==> src/cam_bist_consts.svh <==
// Geometry and flow-control constants for the CAM MBIST path
// Include in any file that sizes storage, addresses or the command buffer

`ifndef CAM_BIST_CONSTS_SVH
`define CAM_BIST_CONSTS_SVH

// ==================================================
// Array geometry
// ==================================================

// Number of CAM entries
// Not a multiple of the data width, so the fold has a remainder group
`define CAM_ENTRIES 20

// Entry, search key and read data width
`define CAM_DWIDTH 8

// Address width, wide enough for all entries
`define CAM_AWIDTH 5

// Command buffer depth, also the sender's starting credit count
`define CAM_BIST_CREDITS 4

`endif

==> src/cam_bist_pkg.sv <==
// Shared types for the CAM MBIST path
// Opcodes, match selects, decode states and the structs passed between stages

`default_nettype none

`include "cam_bist_consts.svh"

package cam_bist_pkg;

  // Command and array opcodes
  // OP_FILL only appears on commands, decode expands it into writes
  typedef enum logic [2:0] {
    OP_NOP    = 3'd0,
    OP_WRITE  = 3'd1,
    OP_READ   = 3'd2,
    OP_SEARCH = 3'd3,
    OP_FILL   = 3'd4
  } cam_op_e;

  // Expected match pattern select
  typedef enum logic [1:0] {
    SEL_ALL_MATCH       = 2'd0,
    SEL_SINGLE_MATCH    = 2'd1,
    SEL_SINGLE_MISMATCH = 2'd2,
    SEL_ALL_MISMATCH    = 2'd3
  } match_sel_e;

  // Decode issue FSM
  typedef enum logic {
    DEC_IDLE = 1'b0,
    DEC_FILL = 1'b1
  } dec_state_e;

  // Command from the test sequencer
  // data is write data for writes and fills, the key for searches
  typedef struct packed {
    cam_op_e                 op;
    logic [`CAM_AWIDTH-1:0]  addr;
    logic [`CAM_DWIDTH-1:0]  data;
    match_sel_e              match_sel;
  } cam_cmd_t;

  // Single array operation, match_sel rides along to the output handler
  typedef struct packed {
    cam_op_e                 op;
    logic [`CAM_AWIDTH-1:0]  addr;
    logic [`CAM_DWIDTH-1:0]  data;
    match_sel_e              match_sel;
  } cam_arr_op_t;

  // Result word sampled by the tester
  typedef struct packed {
    logic                    search;
    logic [`CAM_DWIDTH-1:0]  data;
    logic                    miscompare;
  } cam_result_t;

endpackage

`default_nettype wire

==> src/cam_bist_decode.sv <==
// Command decode for the CAM MBIST path
// Buffers sequencer commands under credit flow control and issues one
// array operation per cycle; fills expand into a run of writes

`timescale 1ns/1ps
`default_nettype none

`include "cam_bist_consts.svh"

module cam_bist_decode
  import cam_bist_pkg::*;
(
  input  wire logic        bist_clk,
  input  wire logic        rst_n,
  input  wire logic        cmd_valid,
  input  wire cam_cmd_t    cmd,
  output logic             cmd_credit,
  output cam_arr_op_t      arr_op
);

  localparam int PTR_W = (`CAM_BIST_CREDITS > 1) ? $clog2(`CAM_BIST_CREDITS) : 1;
  localparam int CNT_W = $clog2(`CAM_BIST_CREDITS + 1);
  localparam logic [`CAM_AWIDTH-1:0] LAST_ADDR = `CAM_AWIDTH'(`CAM_ENTRIES - 1);

  cam_cmd_t                cmd_buf [`CAM_BIST_CREDITS];
  logic [PTR_W-1:0]        wr_ptr;
  logic [PTR_W-1:0]        rd_ptr;
  logic [CNT_W-1:0]        count;
  cam_cmd_t                head;
  dec_state_e              state;
  dec_state_e              state_nxt;
  logic [`CAM_AWIDTH-1:0]  fill_addr;
  logic [`CAM_AWIDTH-1:0]  fill_nxt;
  logic                    pop;
  cam_arr_op_t             issue;

  // Circular pointer advance
  function automatic logic [PTR_W-1:0] next_ptr(input logic [PTR_W-1:0] ptr);
    if (ptr == PTR_W'(`CAM_BIST_CREDITS - 1)) begin
      next_ptr = '0;
    end else begin
      next_ptr = ptr + PTR_W'(1);
    end
  endfunction

  // ==================================================
  // Command buffer
  // ==================================================

  // Storage only, no overflow check since the sender owns the credits
  always_ff @(posedge bist_clk) begin
    if (cmd_valid) begin
      cmd_buf[wr_ptr] <= cmd;
    end
  end

  assign head = cmd_buf[rd_ptr];

  // ==================================================
  // Issue FSM
  // ==================================================

  always_comb begin
    pop       = 1'b0;
    state_nxt = state;
    fill_nxt  = fill_addr;
    issue     = '{op: OP_NOP, match_sel: SEL_ALL_MATCH, default: '0};
    case (state)
      DEC_IDLE: begin
        if (count != '0) begin
          if (head.op == OP_FILL) begin
            // First fill write goes out at once, fill_addr rests at zero here
            issue = '{op: OP_WRITE, addr: fill_addr, data: head.data,
                      match_sel: head.match_sel};
            if (fill_addr == LAST_ADDR) begin
              pop = 1'b1;
            end else begin
              state_nxt = DEC_FILL;
              fill_nxt  = fill_addr + `CAM_AWIDTH'(1);
            end
          end else begin
            issue = '{op: head.op, addr: head.addr, data: head.data,
                      match_sel: head.match_sel};
            pop   = 1'b1;
          end
        end
      end
      DEC_FILL: begin
        // Head stays the fill command until its last write
        issue = '{op: OP_WRITE, addr: fill_addr, data: head.data,
                  match_sel: head.match_sel};
        if (fill_addr == LAST_ADDR) begin
          pop       = 1'b1;
          state_nxt = DEC_IDLE;
          fill_nxt  = '0;
        end else begin
          fill_nxt = fill_addr + `CAM_AWIDTH'(1);
        end
      end
      default: begin
        state_nxt = DEC_IDLE;
        fill_nxt  = '0;
      end
    endcase
  end

  always_ff @(posedge bist_clk) begin
    if (!rst_n) begin
      wr_ptr     <= '0;
      rd_ptr     <= '0;
      count      <= '0;
      state      <= DEC_IDLE;
      fill_addr  <= '0;
      cmd_credit <= 1'b0;
      arr_op     <= '{op: OP_NOP, match_sel: SEL_ALL_MATCH, default: '0};
    end else begin
      if (cmd_valid) begin
        wr_ptr <= next_ptr(wr_ptr);
      end
      if (pop) begin
        rd_ptr <= next_ptr(rd_ptr);
      end
      count      <= count + CNT_W'(cmd_valid) - CNT_W'(pop);
      state      <= state_nxt;
      fill_addr  <= fill_nxt;
      // One credit back per command leaving the buffer
      cmd_credit <= pop;
      arr_op     <= issue;
    end
  end

endmodule

`default_nettype wire

==> src/cam_array.sv <==
// Behavioral CAM array for the MBIST path
// One operation per cycle: write, read or parallel key search
// Read data and match lines are registered, one cycle after the operation

`timescale 1ns/1ps
`default_nettype none

`include "cam_bist_consts.svh"

module cam_array
  import cam_bist_pkg::*;
(
  input  wire logic                      bist_clk,
  input  wire cam_arr_op_t               arr_op,
  output logic [`CAM_DWIDTH-1:0]         rd_data,
  output logic [`CAM_ENTRIES-1:0]        match_lines
);

  // ==================================================
  // Storage
  // ==================================================

  // Entries by width, contents unknown until written
  logic [`CAM_DWIDTH-1:0]  mem [`CAM_ENTRIES];
  logic                    addr_ok;
  logic [`CAM_ENTRIES-1:0] hit;

  // Addresses above the last entry are ignored
  assign addr_ok = int'(arr_op.addr) < `CAM_ENTRIES;

  // Write port
  always_ff @(posedge bist_clk) begin
    if (arr_op.op == OP_WRITE && addr_ok) begin
      mem[arr_op.addr] <= arr_op.data;
    end
  end

  // Read port
  // rd_data holds its value between reads
  always_ff @(posedge bist_clk) begin
    if (arr_op.op == OP_READ) begin
      if (addr_ok) begin
        rd_data <= mem[arr_op.addr];
      end else begin
        rd_data <= '0;
      end
    end
  end

  // ==================================================
  // Search
  // ==================================================

  // One comparator per entry against the key
  always_comb begin
    for (int i = 0; i < `CAM_ENTRIES; i++) begin
      hit[i] = (mem[i] == arr_op.data);
    end
  end

  // Match lines only update on a search, otherwise keep the last result
  always_ff @(posedge bist_clk) begin
    if (arr_op.op == OP_SEARCH) begin
      match_lines <= hit;
    end
  end

endmodule

`default_nettype wire

==> src/cam_bist_outhandler.sv <==
// MBIST output handler for the CAM
// Builds the expected match vector, compares it with the match lines,
// folds the mismatch to the data width and muxes it onto the result
// in search mode; keeps a sticky fail flag for any miscompare

`timescale 1ns/1ps
`default_nettype none

`include "cam_bist_consts.svh"

module cam_bist_outhandler
  import cam_bist_pkg::*;
#(
  parameter int ENTRIES = `CAM_ENTRIES,
  parameter int DWIDTH  = `CAM_DWIDTH,
  parameter int AWIDTH  = `CAM_AWIDTH
) (
  input  wire logic                bist_clk,
  input  wire logic                rst_n,
  input  wire cam_arr_op_t         arr_op,
  input  wire logic [DWIDTH-1:0]   rd_data,
  input  wire logic [ENTRIES-1:0]  match_lines,
  output logic                     res_valid,
  output cam_result_t              res,
  output logic                     bist_fail
);

  cam_op_e              op_2d;
  logic [AWIDTH-1:0]    addr_2d;
  match_sel_e           sel_2d;
  logic [ENTRIES-1:0]   single_match;
  logic [ENTRIES-1:0]   exp_match;
  logic [ENTRIES-1:0]   mismatch;
  logic [DWIDTH-1:0]    fold;
  logic                 is_search;
  logic                 is_read;
  logic                 fold_err;

  // ==================================================
  // Operation delay chain
  // ==================================================

  // arr_op from decode is stage one; this register is stage two and
  // lines up with rd_data and match_lines from the array
  always_ff @(posedge bist_clk) begin
    if (!rst_n) begin
      op_2d <= OP_NOP;
    end else begin
      op_2d <= arr_op.op;
    end
  end

  always_ff @(posedge bist_clk) begin
    addr_2d <= arr_op.addr[AWIDTH-1:0];
    sel_2d  <= arr_op.match_sel;
  end

  // ==================================================
  // Expected match and compare
  // ==================================================

  // One-hot at the tested entry
  assign single_match = ENTRIES'(1) << addr_2d;

  always_comb begin
    case (sel_2d)
      SEL_ALL_MATCH:       exp_match = '1;
      SEL_SINGLE_MATCH:    exp_match = single_match;
      SEL_SINGLE_MISMATCH: exp_match = ~single_match;
      SEL_ALL_MISMATCH:    exp_match = '0;
      default:             exp_match = '0;
    endcase
  end

  // A set bit marks an entry that disagrees with the pattern
  assign mismatch = exp_match ^ match_lines;

  // ==================================================
  // Fold to data width
  // ==================================================

  if (DWIDTH < ENTRIES) begin : g_compact
    localparam int GROUPS = ENTRIES / DWIDTH;
    localparam int REM    = ENTRIES % DWIDTH;
    logic [DWIDTH-1:0] whole;
    // Column j ORs bits j, j+DWIDTH, ... of the whole groups
    for (genvar j = 0; j < DWIDTH; j++) begin : g_col
      logic [GROUPS-1:0] col;
      for (genvar g = 0; g < GROUPS; g++) begin : g_grp
        assign col[g] = mismatch[j + g * DWIDTH];
      end
      assign whole[j] = |col;
    end
    if (REM != 0) begin : g_rem
      // Leftover top entries land on the top folded bits in order
      assign fold = whole | {mismatch[ENTRIES-1 -: REM], {(DWIDTH - REM){1'b0}}};
    end else begin : g_norem
      assign fold = whole;
    end
  end else if (DWIDTH == ENTRIES) begin : g_equal
    assign fold = mismatch;
  end else begin : g_expand
    // Left aligned, low bits padded with zeros
    assign fold = {mismatch, {(DWIDTH - ENTRIES){1'b0}}};
  end

  // ==================================================
  // Output mux and fail flag
  // ==================================================

  assign is_search = (op_2d == OP_SEARCH);
  assign is_read   = (op_2d == OP_READ);
  assign fold_err  = is_search && (|fold);

  always_ff @(posedge bist_clk) begin
    if (!rst_n) begin
      res_valid <= 1'b0;
      bist_fail <= 1'b0;
    end else begin
      // Writes and idle cycles produce no result
      res_valid <= is_search || is_read;
      bist_fail <= bist_fail || fold_err;
    end
  end

  // Search replaces read data with the folded mismatch
  always_ff @(posedge bist_clk) begin
    res.search     <= is_search;
    res.data       <= is_search ? fold : rd_data;
    res.miscompare <= fold_err;
  end

endmodule

`default_nettype wire

==> src/cam_bist_top.sv <==
// Top level of the CAM MBIST path
// Sequencer commands in through decode, through the CAM array,
// results and the sticky fail flag out of the output handler

`timescale 1ns/1ps
`default_nettype none

`include "cam_bist_consts.svh"

module cam_bist_top
  import cam_bist_pkg::*;
(
  input  wire logic        bist_clk,
  input  wire logic        rst_n,
  input  wire logic        cmd_valid,
  input  wire cam_cmd_t    cmd,
  output logic             cmd_credit,
  output logic             res_valid,
  output cam_result_t      res,
  output logic             bist_fail
);

  // Decode to array and handler
  cam_arr_op_t               arr_op;
  // Array to handler
  logic [`CAM_DWIDTH-1:0]    rd_data;
  logic [`CAM_ENTRIES-1:0]   match_lines;

  // Command buffer and op issue
  cam_bist_decode u_decode (
    .bist_clk   (bist_clk),
    .rst_n      (rst_n),
    .cmd_valid  (cmd_valid),
    .cmd        (cmd),
    .cmd_credit (cmd_credit),
    .arr_op     (arr_op)
  );

  cam_array u_array (
    .bist_clk    (bist_clk),
    .arr_op      (arr_op),
    .rd_data     (rd_data),
    .match_lines (match_lines)
  );

  // Compare, fold and result
  cam_bist_outhandler #(
    .ENTRIES (`CAM_ENTRIES),
    .DWIDTH  (`CAM_DWIDTH),
    .AWIDTH  (`CAM_AWIDTH)
  ) u_outhandler (
    .bist_clk    (bist_clk),
    .rst_n       (rst_n),
    .arr_op      (arr_op),
    .rd_data     (rd_data),
    .match_lines (match_lines),
    .res_valid   (res_valid),
    .res         (res),
    .bist_fail   (bist_fail)
  );

endmodule

`default_nettype wire

==> config.mk <==
export PLATFORM = sky130hd
export DESIGN_NAME = cam_bist_top
export DESIGN_NICKNAME = d
export VERILOG_FILES = /design/src/cam_bist_pkg.sv /design/src/cam_bist_decode.sv /design/src/cam_array.sv /design/src/cam_bist_outhandler.sv /design/src/cam_bist_top.sv
export VERILOG_INCLUDE_DIRS = /design/src
export SDC_FILE = /design/constraint.sdc
export NUM_CORES = 1
export LEC_CHECK = 0
export BUFFER_PORTS_ARGS = -buffer_cell sky130_fd_sc_hd__buf_2
export CELL_PAD_IN_SITES_DETAIL_PLACEMENT = 0
export CELL_PAD_IN_SITES_GLOBAL_PLACEMENT = 1
export CORE_ASPECT_RATIO = 1.75
export CORE_MARGIN = 2
export CORE_UTILIZATION = 52
export CTS_CLUSTER_SIZE = 20
export DETAILED_ROUTE_END_ITERATION = 8
export PLACE_DENSITY_LB_ADDON = 0.1
export SYNTH_ARGS = -nofsm -noshare
export SYNTH_HDL_FRONTEND = slang
export SYNTH_SLANG_ARGS = --single-unit
==> constraint.sdc <==
create_clock -name bist_clk -period 4 [get_ports bist_clk]
set_clock_uncertainty 0.2 [all_clocks]
set_input_delay 0.6 -clock bist_clk [delete_from_list [all_inputs] [get_ports bist_clk]]
set_output_delay 0.6 -clock bist_clk [all_outputs]
set_load 0.03 [all_outputs]
# After elaboration in Yosys (flattened, before gate mapping)
# Memory sizes are Yosys's and may differ from the RTL's. A register that Yosys moved wholly into a read port is not among the register bits.
# Cells that the tools add are included.
# totals
inputBits	21
n_memories	2
latchBits	0
reg_bits	74
mem_bits_ro	0
ram_bits	232
# mem_list
name	words	word_bits	rd	rd_clocked_by_memory_dff	write_ports	line	source
u_array.mem	20	8	21	1	1	cam_array.sv:24	logic [`CAM_DWIDTH-1:0] mem [`CAM_ENTRIES];
u_decode.cmd_buf	4	18	1	1	1	cam_bist_decode.sv:25	cam_cmd_t cmd_buf [`CAM_BIST_CREDITS];
# op_classes
n_mul	0
div_mod_pow	0
bitwise	4
n_mux	26
addsub	5
order_cmp	1
n_eq_ne	35
n_reduce_logical	17
n_shift	1
# ops
op	n
equality test 8 bit	20
one-hot mux 20 bit (4 select lines)	1
two-way mux 18 bit	2
one-hot mux 18 bit (2 select lines)	1
two-way mux 5 bit	4
NOT 20 bit	1
left shift 1 x 5 -> 20 bit, first input constant	1
bitwise XOR 20 bit	1
OR reduction 2 bit	8
equality test 3 x 2 -> 1 bit, second input constant	4
two-way mux 1 bit	10
one-hot mux 5 bit (2 select lines)	1
equality test 2 bit, second input constant	4
two-way mux 2 bit	4
two-way mux 8 bit	1
bitwise OR 8 bit	1
OR reduction 8 bit	1
adder 5 x 1 -> 5 bit, second input constant	1
equality test 5 bit, second input constant	1
< comparator 5 bit, second input constant	1
adder 2 x 1 -> 2 bit, second input constant	2
!= test 2 x 1 -> 1 bit, second input constant	2
one-hot mux 1 bit (2 select lines)	2
adder 3 x 1 -> 3 bit	1
other kinds (12)	14

# Logic depth before layout (Yosys ltp)
# Gate-level depths: netlist of the first run.
# depth
ltp_word	9
ltp_mapped	11
mapped_depth_nobuf	10

# By module
# Synthesis of the first run repeated with hierarchy kept, for this count alone.
# unflattened
hier_cells	998
area_unflattened_um2	14543.9
# by_module_without_submodules
mod	seq_area_each_um2	instances	area_per_inst_um2	cells_per_inst
cam_array	5645.4	1	8888.5	562
cam_bist_decode	2842.7	1	4055.1	244
cam_bist_outhandler	440.4	1	1600.3	192

# Worst setup path after synthesis of the first run
# OpenSTA, ideal clock, no wires.
# synth_path
path_type	reg-to-reg
from	reg (tool-made name)
to	reg u_decode.count[2]
path_stages_with_launch	12
slack_ns	1.049
n_path_buf	1
period_less_slack_ns	2.951
arrival_ns	2.636
required_ns	3.685
path_cell_list	dfxtp_1 -> buf_6 -> mux4_2 -> nor3b_4 -> o21ai_0 -> o21a_1 -> ha_1 -> inv_1 -> ha_1 -> fa_1 -> xnor2_1 -> and2_1
# synth_rtl
element	line	source
end signal: assignment	cam_bist_decode.sv:123	count <= count + CNT_W'(cmd_valid) - CNT_W'(pop);
end: declaration	cam_bist_decode.sv:28	logic [CNT_W-1:0] count;

==> impl_metrics.ini, run 1 <==
[timing]
slew_headroom_pct = 31.7
period_needed_ps = 3360
setup_tns_ps = 0
slew_viol_final = 0
hold_viol = 0
rsz0062_at_grt = false
min_period_over_period_pct = 84.0
worstMarginPinSlew_ps = 1020
max_freq_ghz = 0.298
finalSetupViolCount = 0
setup_slack_ps = 639
whs_ps = 45.3

[clock_network]
cts_setup_buffers = 0
cts_tree = built
clockBufferDepth = 3
cts_buffers = 29
clock_tree.root_cell = clkbuf_16
cts-hold-fix-buffers = 0
post_cts_resize_count = 0
clock_latency_ps = 560
htreeDepth = 1
clkTransAtPathRegs_ps = 60
cts_sinks = 316

[synth]
ys_ff_latch = 316
synth_edf_count = 260
avgSynthCellArea_um2 = 14.6
syn-instance-count = 979
ys_types = 56
async_flop_share_pct = 0
post_synth_instance_area_um2 = 14300
syn_nets = 1009
ys_seq_area_share_pct = 62.5
synth_top_flop_cell = edfxtp_1
yosysWarnings = 0

[drt]
via_per_inst = 5.65
route.detailed.drc = 0
totalWireLength_mm = 30.5
first_pass_iters = 5
num_vias = 7921
drt_iter0_markers = 454
postRouteAntennaNets = 0
routedWlPerCell_um = 21.8

[pwr]
vdd_drop_max_v = 0.000467
cellLeakagePower_uw = 0.00492
cellPowerDensity_nw_per_um2 = 653

[finish]
antenna_cells = 0
final_common_cell = edfxtp_1
layout_common_cells = edfxtp_1 (260), xnor2_1 (163), nor2_1 (71)
design_area_um2 = 15800
drive_above_1_share_pct = 16.8
fin_nets = 1040
fin_util_pct = 58.4
syn_to_final_growth_pct = 10.9

[placed_design]
io_buffers = 33
placed_cell_area_um2 = 14900
dp_slack_ps = 584
gp_congestion = 0.847
hpwl_mm = 21.9

[global_routing]
grt_pass1_vias = 8142
antenna_found_initial = 0
grt-ovfl-total = 0
grt_first_pass_wirelength_mm = 46.7
grt_usage_pct = 21.7
grt_max_degree = 41

[critical_path]
crit_path_cell_trace = mux4_2, nor3b_4, o21ai_0, o21a_1, ha_1, inv_1, ha_1, fa_1, xnor2_1, and2_1
cp.required_ps = 4260
slowest_stage = dfxtp_1
worstPathArrival_ps = 3620
critPathBufInv = 1
critical_path.max_stage_delay_ps = 640
crit_fanout = 9
crit_type = flop to flop
critPathLaunchType = flop
endpoint_kind = flop
critical_path.top_delay_family = adder cells
worst_path_most_repeated_cell = ha_1

[flow_run]
drv_cap = 0

[floorplan]
fp.dieW_um = 129
ios = 34
num_rows = 80
core_um2 = 27100
chipHeight_um = 223
die_area_um2 = 28900
start_util_pct = 52.7

[min_path]
min_path_type = input port to flop

[outcome]
status = finished, final reports clean
[flip-flops by register name, indices dropped and copies added (netlist names), 2 cells and up, named ones only]
signal / cells
u_array.rd_data: 8
u_decode.cmd_buf: 72
u_decode.fill_addr: 5
u_decode.arr_op: 18
u_decode.count: 3
u_array.match_lines: 20
u_decode.wr_ptr: 2
u_array.mem: 160
u_decode.rd_ptr: 2
u_outhandler.addr_2d: 5
u_outhandler.op_2d: 3
u_outhandler.sel_2d: 2
u_outhandler.res: 10
[through the flow]
step / power, uW / instances
final: 10300 / 1402
after global routing: 10800 / 1402
after CTS: 10500 / 1402
after detailed placement: 7600 / 1348
after global placement: 7560 / 1348
after floorplan: 6730 / 979
[synth_stat cells, types with 4 or more instances]
| master | instances | share of area, % |
|---|---|---|
| buf_2 | 12 | 0.42 |
| ha_1 | 8 | 0.70 |
| and3_1 | 10 | 0.44 |
| nor3b_1 | 5 | 0.26 |
| o31ai_1 | 7 | 0.37 |
| mux4_1 | 4 | 0.74 |
| nand3b_1 | 4 | 0.21 |
| inv_1 | 14 | 0.37 |
| edfxtp_1 | 260 | 55 |
| clkbuf_1 | 36 | 0.95 |
| buf_1 | 5 | 0.13 |
| xnor2_1 | 163 | 10 |
| nor2b_1 | 32 | 1.4 |
| nand2b_1 | 7 | 0.31 |
| mux4_2 | 56 | 8.8 |
| dfxtp_1 | 56 | 7.8 |
| o21ai_0 | 13 | 0.46 |
| nand4_1 | 45 | 2.0 |
| a21oi_1 | 12 | 0.42 |
| o22ai_1 | 11 | 0.48 |
| nand3_1 | 8 | 0.28 |
| o211ai_1 | 8 | 0.42 |
| and2_1 | 17 | 0.74 |
| a221oi_1 | 9 | 0.55 |
| nand2_1 | 26 | 0.68 |
| mux2i_1 | 14 | 0.98 |
| nor3_1 | 18 | 0.63 |
| a22oi_1 | 5 | 0.26 |
| nor2_1 | 71 | 1.9 |
[path summary, 6_finish.rpt]
check                                         from                       to  slack [ps]  cells past startpoint
worst min-delay path                       cmd[12]  u_decode.cmd_buf[0][12]          50                      1
worst max register to register                flop        u_decode.count[2]         640                     10
worst min register to register  u_decode.arr_op[1]   u_outhandler.sel_2d[1]         160                      0
worst max-delay path                          flop        u_decode.count[2]         640                     10
[per-layer routing]
layer	share of wire, %	vias up	GRT usage (%)
met2	56	129	41.1
met3	2.4	51	2.28
li1	-	3762	-
met4	3.7	0	8.52
met1	38	3979	24.5
met5	0	-	0
[final cells by class]
cell class	instances	area (um2)
inverter	14	52.6
multi-input combinational	594	5070
clock inverter	16	200
timing repair buffer	55	330
sequential	316	8940
fill	2160	11300
clock buffer	38	791
tap	369	462
[report_power, final]
part	internal, uW	switching, uW
clock	1660	1200
combinational	1360	1380
sequential	4060	682
[cell families after synthesis]
group,after synthesis,synth area share [%]
adder cells (fa/ha/maj),9,0.841
XOR/XNOR,166,10.2
AO/OA/AOI/OAI,85,4.11
multiplexers,76,10.7
flip-flops,316,62.5
buffers and inverters,69,2.02
AND/OR/NAND/NOR,258,9.65
[worst reg2reg max path, delay by kind of cell (launching register included)]
kind	cells	cell delay, ps
mux	1	620
simple gates	2	450
fa+ha+maj	3	870
buf+inv	1	40
xor+xnor	1	130
flops	1	640
compound gates	2	300
Note: power is estimated with default switching activity, not from simulation.
==> inputs of run 2 (changes only) <==
--- a/config.mk
+++ b/config.mk
@@ -6,12 +6,13 @@
 export SDC_FILE = /design/constraint.sdc
 export NUM_CORES = 1
 export LEC_CHECK = 0
+export ABC_AREA = 1
 export BUFFER_PORTS_ARGS = -buffer_cell sky130_fd_sc_hd__buf_2
 export CELL_PAD_IN_SITES_DETAIL_PLACEMENT = 0
 export CELL_PAD_IN_SITES_GLOBAL_PLACEMENT = 1
 export CORE_ASPECT_RATIO = 1.75
 export CORE_MARGIN = 2
-export CORE_UTILIZATION = 52
+export CORE_UTILIZATION = 49
 export CTS_CLUSTER_SIZE = 20
 export DETAILED_ROUTE_END_ITERATION = 8
 export PLACE_DENSITY_LB_ADDON = 0.1
==> constraint.sdc (replaced) <==
create_clock -name bist_clk -period 3.37 [get_ports bist_clk]
set_clock_uncertainty 0.2 [all_clocks]
set_input_delay 0.5055 -clock bist_clk [delete_from_list [all_inputs] [get_ports bist_clk]]
set_output_delay 0.5055 -clock bist_clk [all_outputs]
set_load 0.03 [all_outputs]
==> impl_metrics.ini, run 2 <==
[global_routing]
grt_usage_pct = 23.2
grtUsageMet3_pct = 2.40
grt_pass1_vias = 9740
use_met1_pct = 24.6
grt_most_used_layer = met2
grt-ovfl-total = 0
grt_max_degree = 32
antenna_found_initial = 0
grt_first_pass_wirelength_mm = 53.8
met2_usage_pct = 44.4

[placed_design]
post-place-cells = 1723
gp_congestion = 0.862
hpwl_mm = 25.6
io_buffers = 33

[drt]
postRouteAntennaNets = 0
via_per_inst = 5.45
totalWireLength_mm = 35.2
num_vias = 9772
route.detailed.drc = 0
first_pass_iters = 5
drt_iter0_markers = 534
routedWlPerCell_um = 19.6

[critical_path]
crit_type = flop to flop
endpoint_kind = flop
critical_path.max_stage_delay_ps = 460
slowest_stage = dfxtp_1
crit_fanout = 8
critical_path.top_delay_family = adder cells
worstPathArrival_ps = 3280
critPathBufInv = 3
cp.required_ps = 3660
worst_path_most_repeated_cell = nand2_1
critPathLaunchType = flop
crit_path_cell_trace = inv_2, o21ai_0, o22a_1, nand2_1, nor2_1, nand2_1, nand2_1, inv_1, ha_1, inv_1, ha_1, fa_1, or2_2, a21oi_1

[finish]
drive_above_1_share_pct = 11.2
fin_nets = 1423
largest_reg_flops = 160
regMostFlops = u_array.mem
fin_cells = 1793
fillers = 2475
layout_common_cells = nand2_1 (266), edfxtp_1 (260), inv_1 (100)
register_area_um2 = 8940
syn_to_final_growth_pct = 13.5
final_common_cell = nand2_1
multi_input_area_um2 = 4750
reg_top3 = u_array.mem (160), u_decode.cmd_buf (72), u_array.match_lines (20)
antenna_cells = 0

[timing]
setup_tns_ps = 0
hold_viol = 0
rsz0062_at_grt = false
min_period_over_period_pct = 88.9
max_freq_ghz = 0.334
slew_viol_final = 0
period_needed_ps = 3000
slew_headroom_pct = 45.0
worstMarginPinSlew_ps = 824
whs_ps = 107
finalSetupViolCount = 0

[clock_network]
clkTransAtPathRegs_ps = 60
clock_tree.root_cell = clkbuf_16
post_cts_resize_count = 0
cts_setup_buffers = 0
clock_latency_ps = 550
cts_tree = built
cts_buffers = 28
clockBufferDepth = 3
htreeDepth = 1
cts_sinks = 316

[synth]
synth.most_common_cell = nand2_1
async_flop_share_pct = 0
synth_edf_count = 260
ys_ff_latch = 316
yosysWarnings = 0
yosys.area.top_type = edfxtp_1
synthTopCellsByArea = edfxtp_1 (55%), dfxtp_1 (7.8%), nand2_1 (7.0%)
syn_nets = 1357
ys_seq_area_share_pct = 62.4
ys_types = 40
synth_top_flop_cell = edfxtp_1
syn-instance-count = 1327
synth_top_area_share_pct = 54.5
synth_top_cells_by_count = nand2_1 (266), edfxtp_1 (260), inv_1 (100)
avgSynthCellArea_um2 = 10.8
post_synth_instance_area_um2 = 14300

[floorplan]
core_um2 = 28700
num_rows = 82
ios = 34
fp.dieW_um = 133
chipHeight_um = 230
start_util_pct = 49.8
die_area_um2 = 30700

[flow_run]
drv_cap = 0

[pwr]
vdd_drop_max_v = 0.000537
cellLeakagePower_uw = 0.00609
cellPowerDensity_nw_per_um2 = 797

[min_path]
min_path_type = input port to flop

[outcome]
status = finished, final reports clean
-- run 2: cell types whose count changed after synthesis, sizes merged, moves of 22 or more --
cell,previous run,this run
nand3,8,60
xnor2,163,81
nor2b,32,0
mux4,60,0
a21oi,12,34
inv,14,103
nand2,26,267
o21ai,13,48
xor2,3,43
a22oi,5,44
-- run 2: per-layer routing --
layer / share of wire (%) / vias to the layer above
met1: 36 / 4650
met2: 54 / 248
li1: - / 4788
met3: 3.9 / 86
met4: 5.7 / 0
met5: 0 / -
-- run 2: tightest hold or removal path, cell delays in order --
cell and delay [ps]:
buf_2 140, inv_1 100, a21oi_1 70
-- run 2: logic make-up (layout without fill, tap and decap cells) --
group,Yosys count,after routing,share of synthesized area [%]
compound gates,183,183,8.30
xor+xnor,124,124,7.58
fa+ha+maj,9,9,0.839
buf+inv,167,255,4.52
flops,316,316,62.4
simple gates,528,528,16.4
-- run 2: what timing repair did --
action,4_1_cts,5_1_grt
endpoints found under the hold margin,72,0
endpoints found under the setup margin,0,0
hold buffers,18,0
-- run 2: report_power, final --
part           internal [uW]  switching [uW]  leakage, uW
Clock                   1970            1350     0.000472
Combinational           1460            2860      0.00283
Sequential              4840             472      0.00278
-- run 2: worst paths after layout --
check | startpoint | endpoint | slack [ps] | depth (start not counted)
worst min-delay path | cmd_valid | u_decode.wr_ptr[1] | 110 | 3
worst max-delay path | flop | u_decode.count[2] | 370 | 14
worst max register to register | flop | u_decode.count[2] | 370 | 14
worst min register to register | u_decode.arr_op[0] | u_outhandler.sel_2d[0] | 140 | 0
-- run 2: final cells by class --
type / count / area share (%)
sequential: 316 / 55.0
multi-input combinational: 844 / 29.3
clock buffer: 43 / 5.04
timing repair buffer: 96 / 4.43
tap: 378 / 2.91
inverter: 107 / 2.47
clock inverter: 9 / 0.908
-- run 2: metrics by stage --
| step | setup slack (ps) | instance area (um2) | utilization, % | total power [uW] |
|---|---|---|---|---|
| 2_1_floorplan | 674 | 14300 | - | 8050 |
| 4_1_cts | 336 | 16300 | 56.6 | 13100 |
| 3_3_place_gp | 435 | 15100 | 52.6 | 9690 |
| 3_5_place_dp | 358 | 15100 | 52.6 | 9750 |
| 5_1_grt | 179 | 16300 | 56.6 | 13600 |
| 6_report | 373 | 16300 | 56.6 | 13000 |
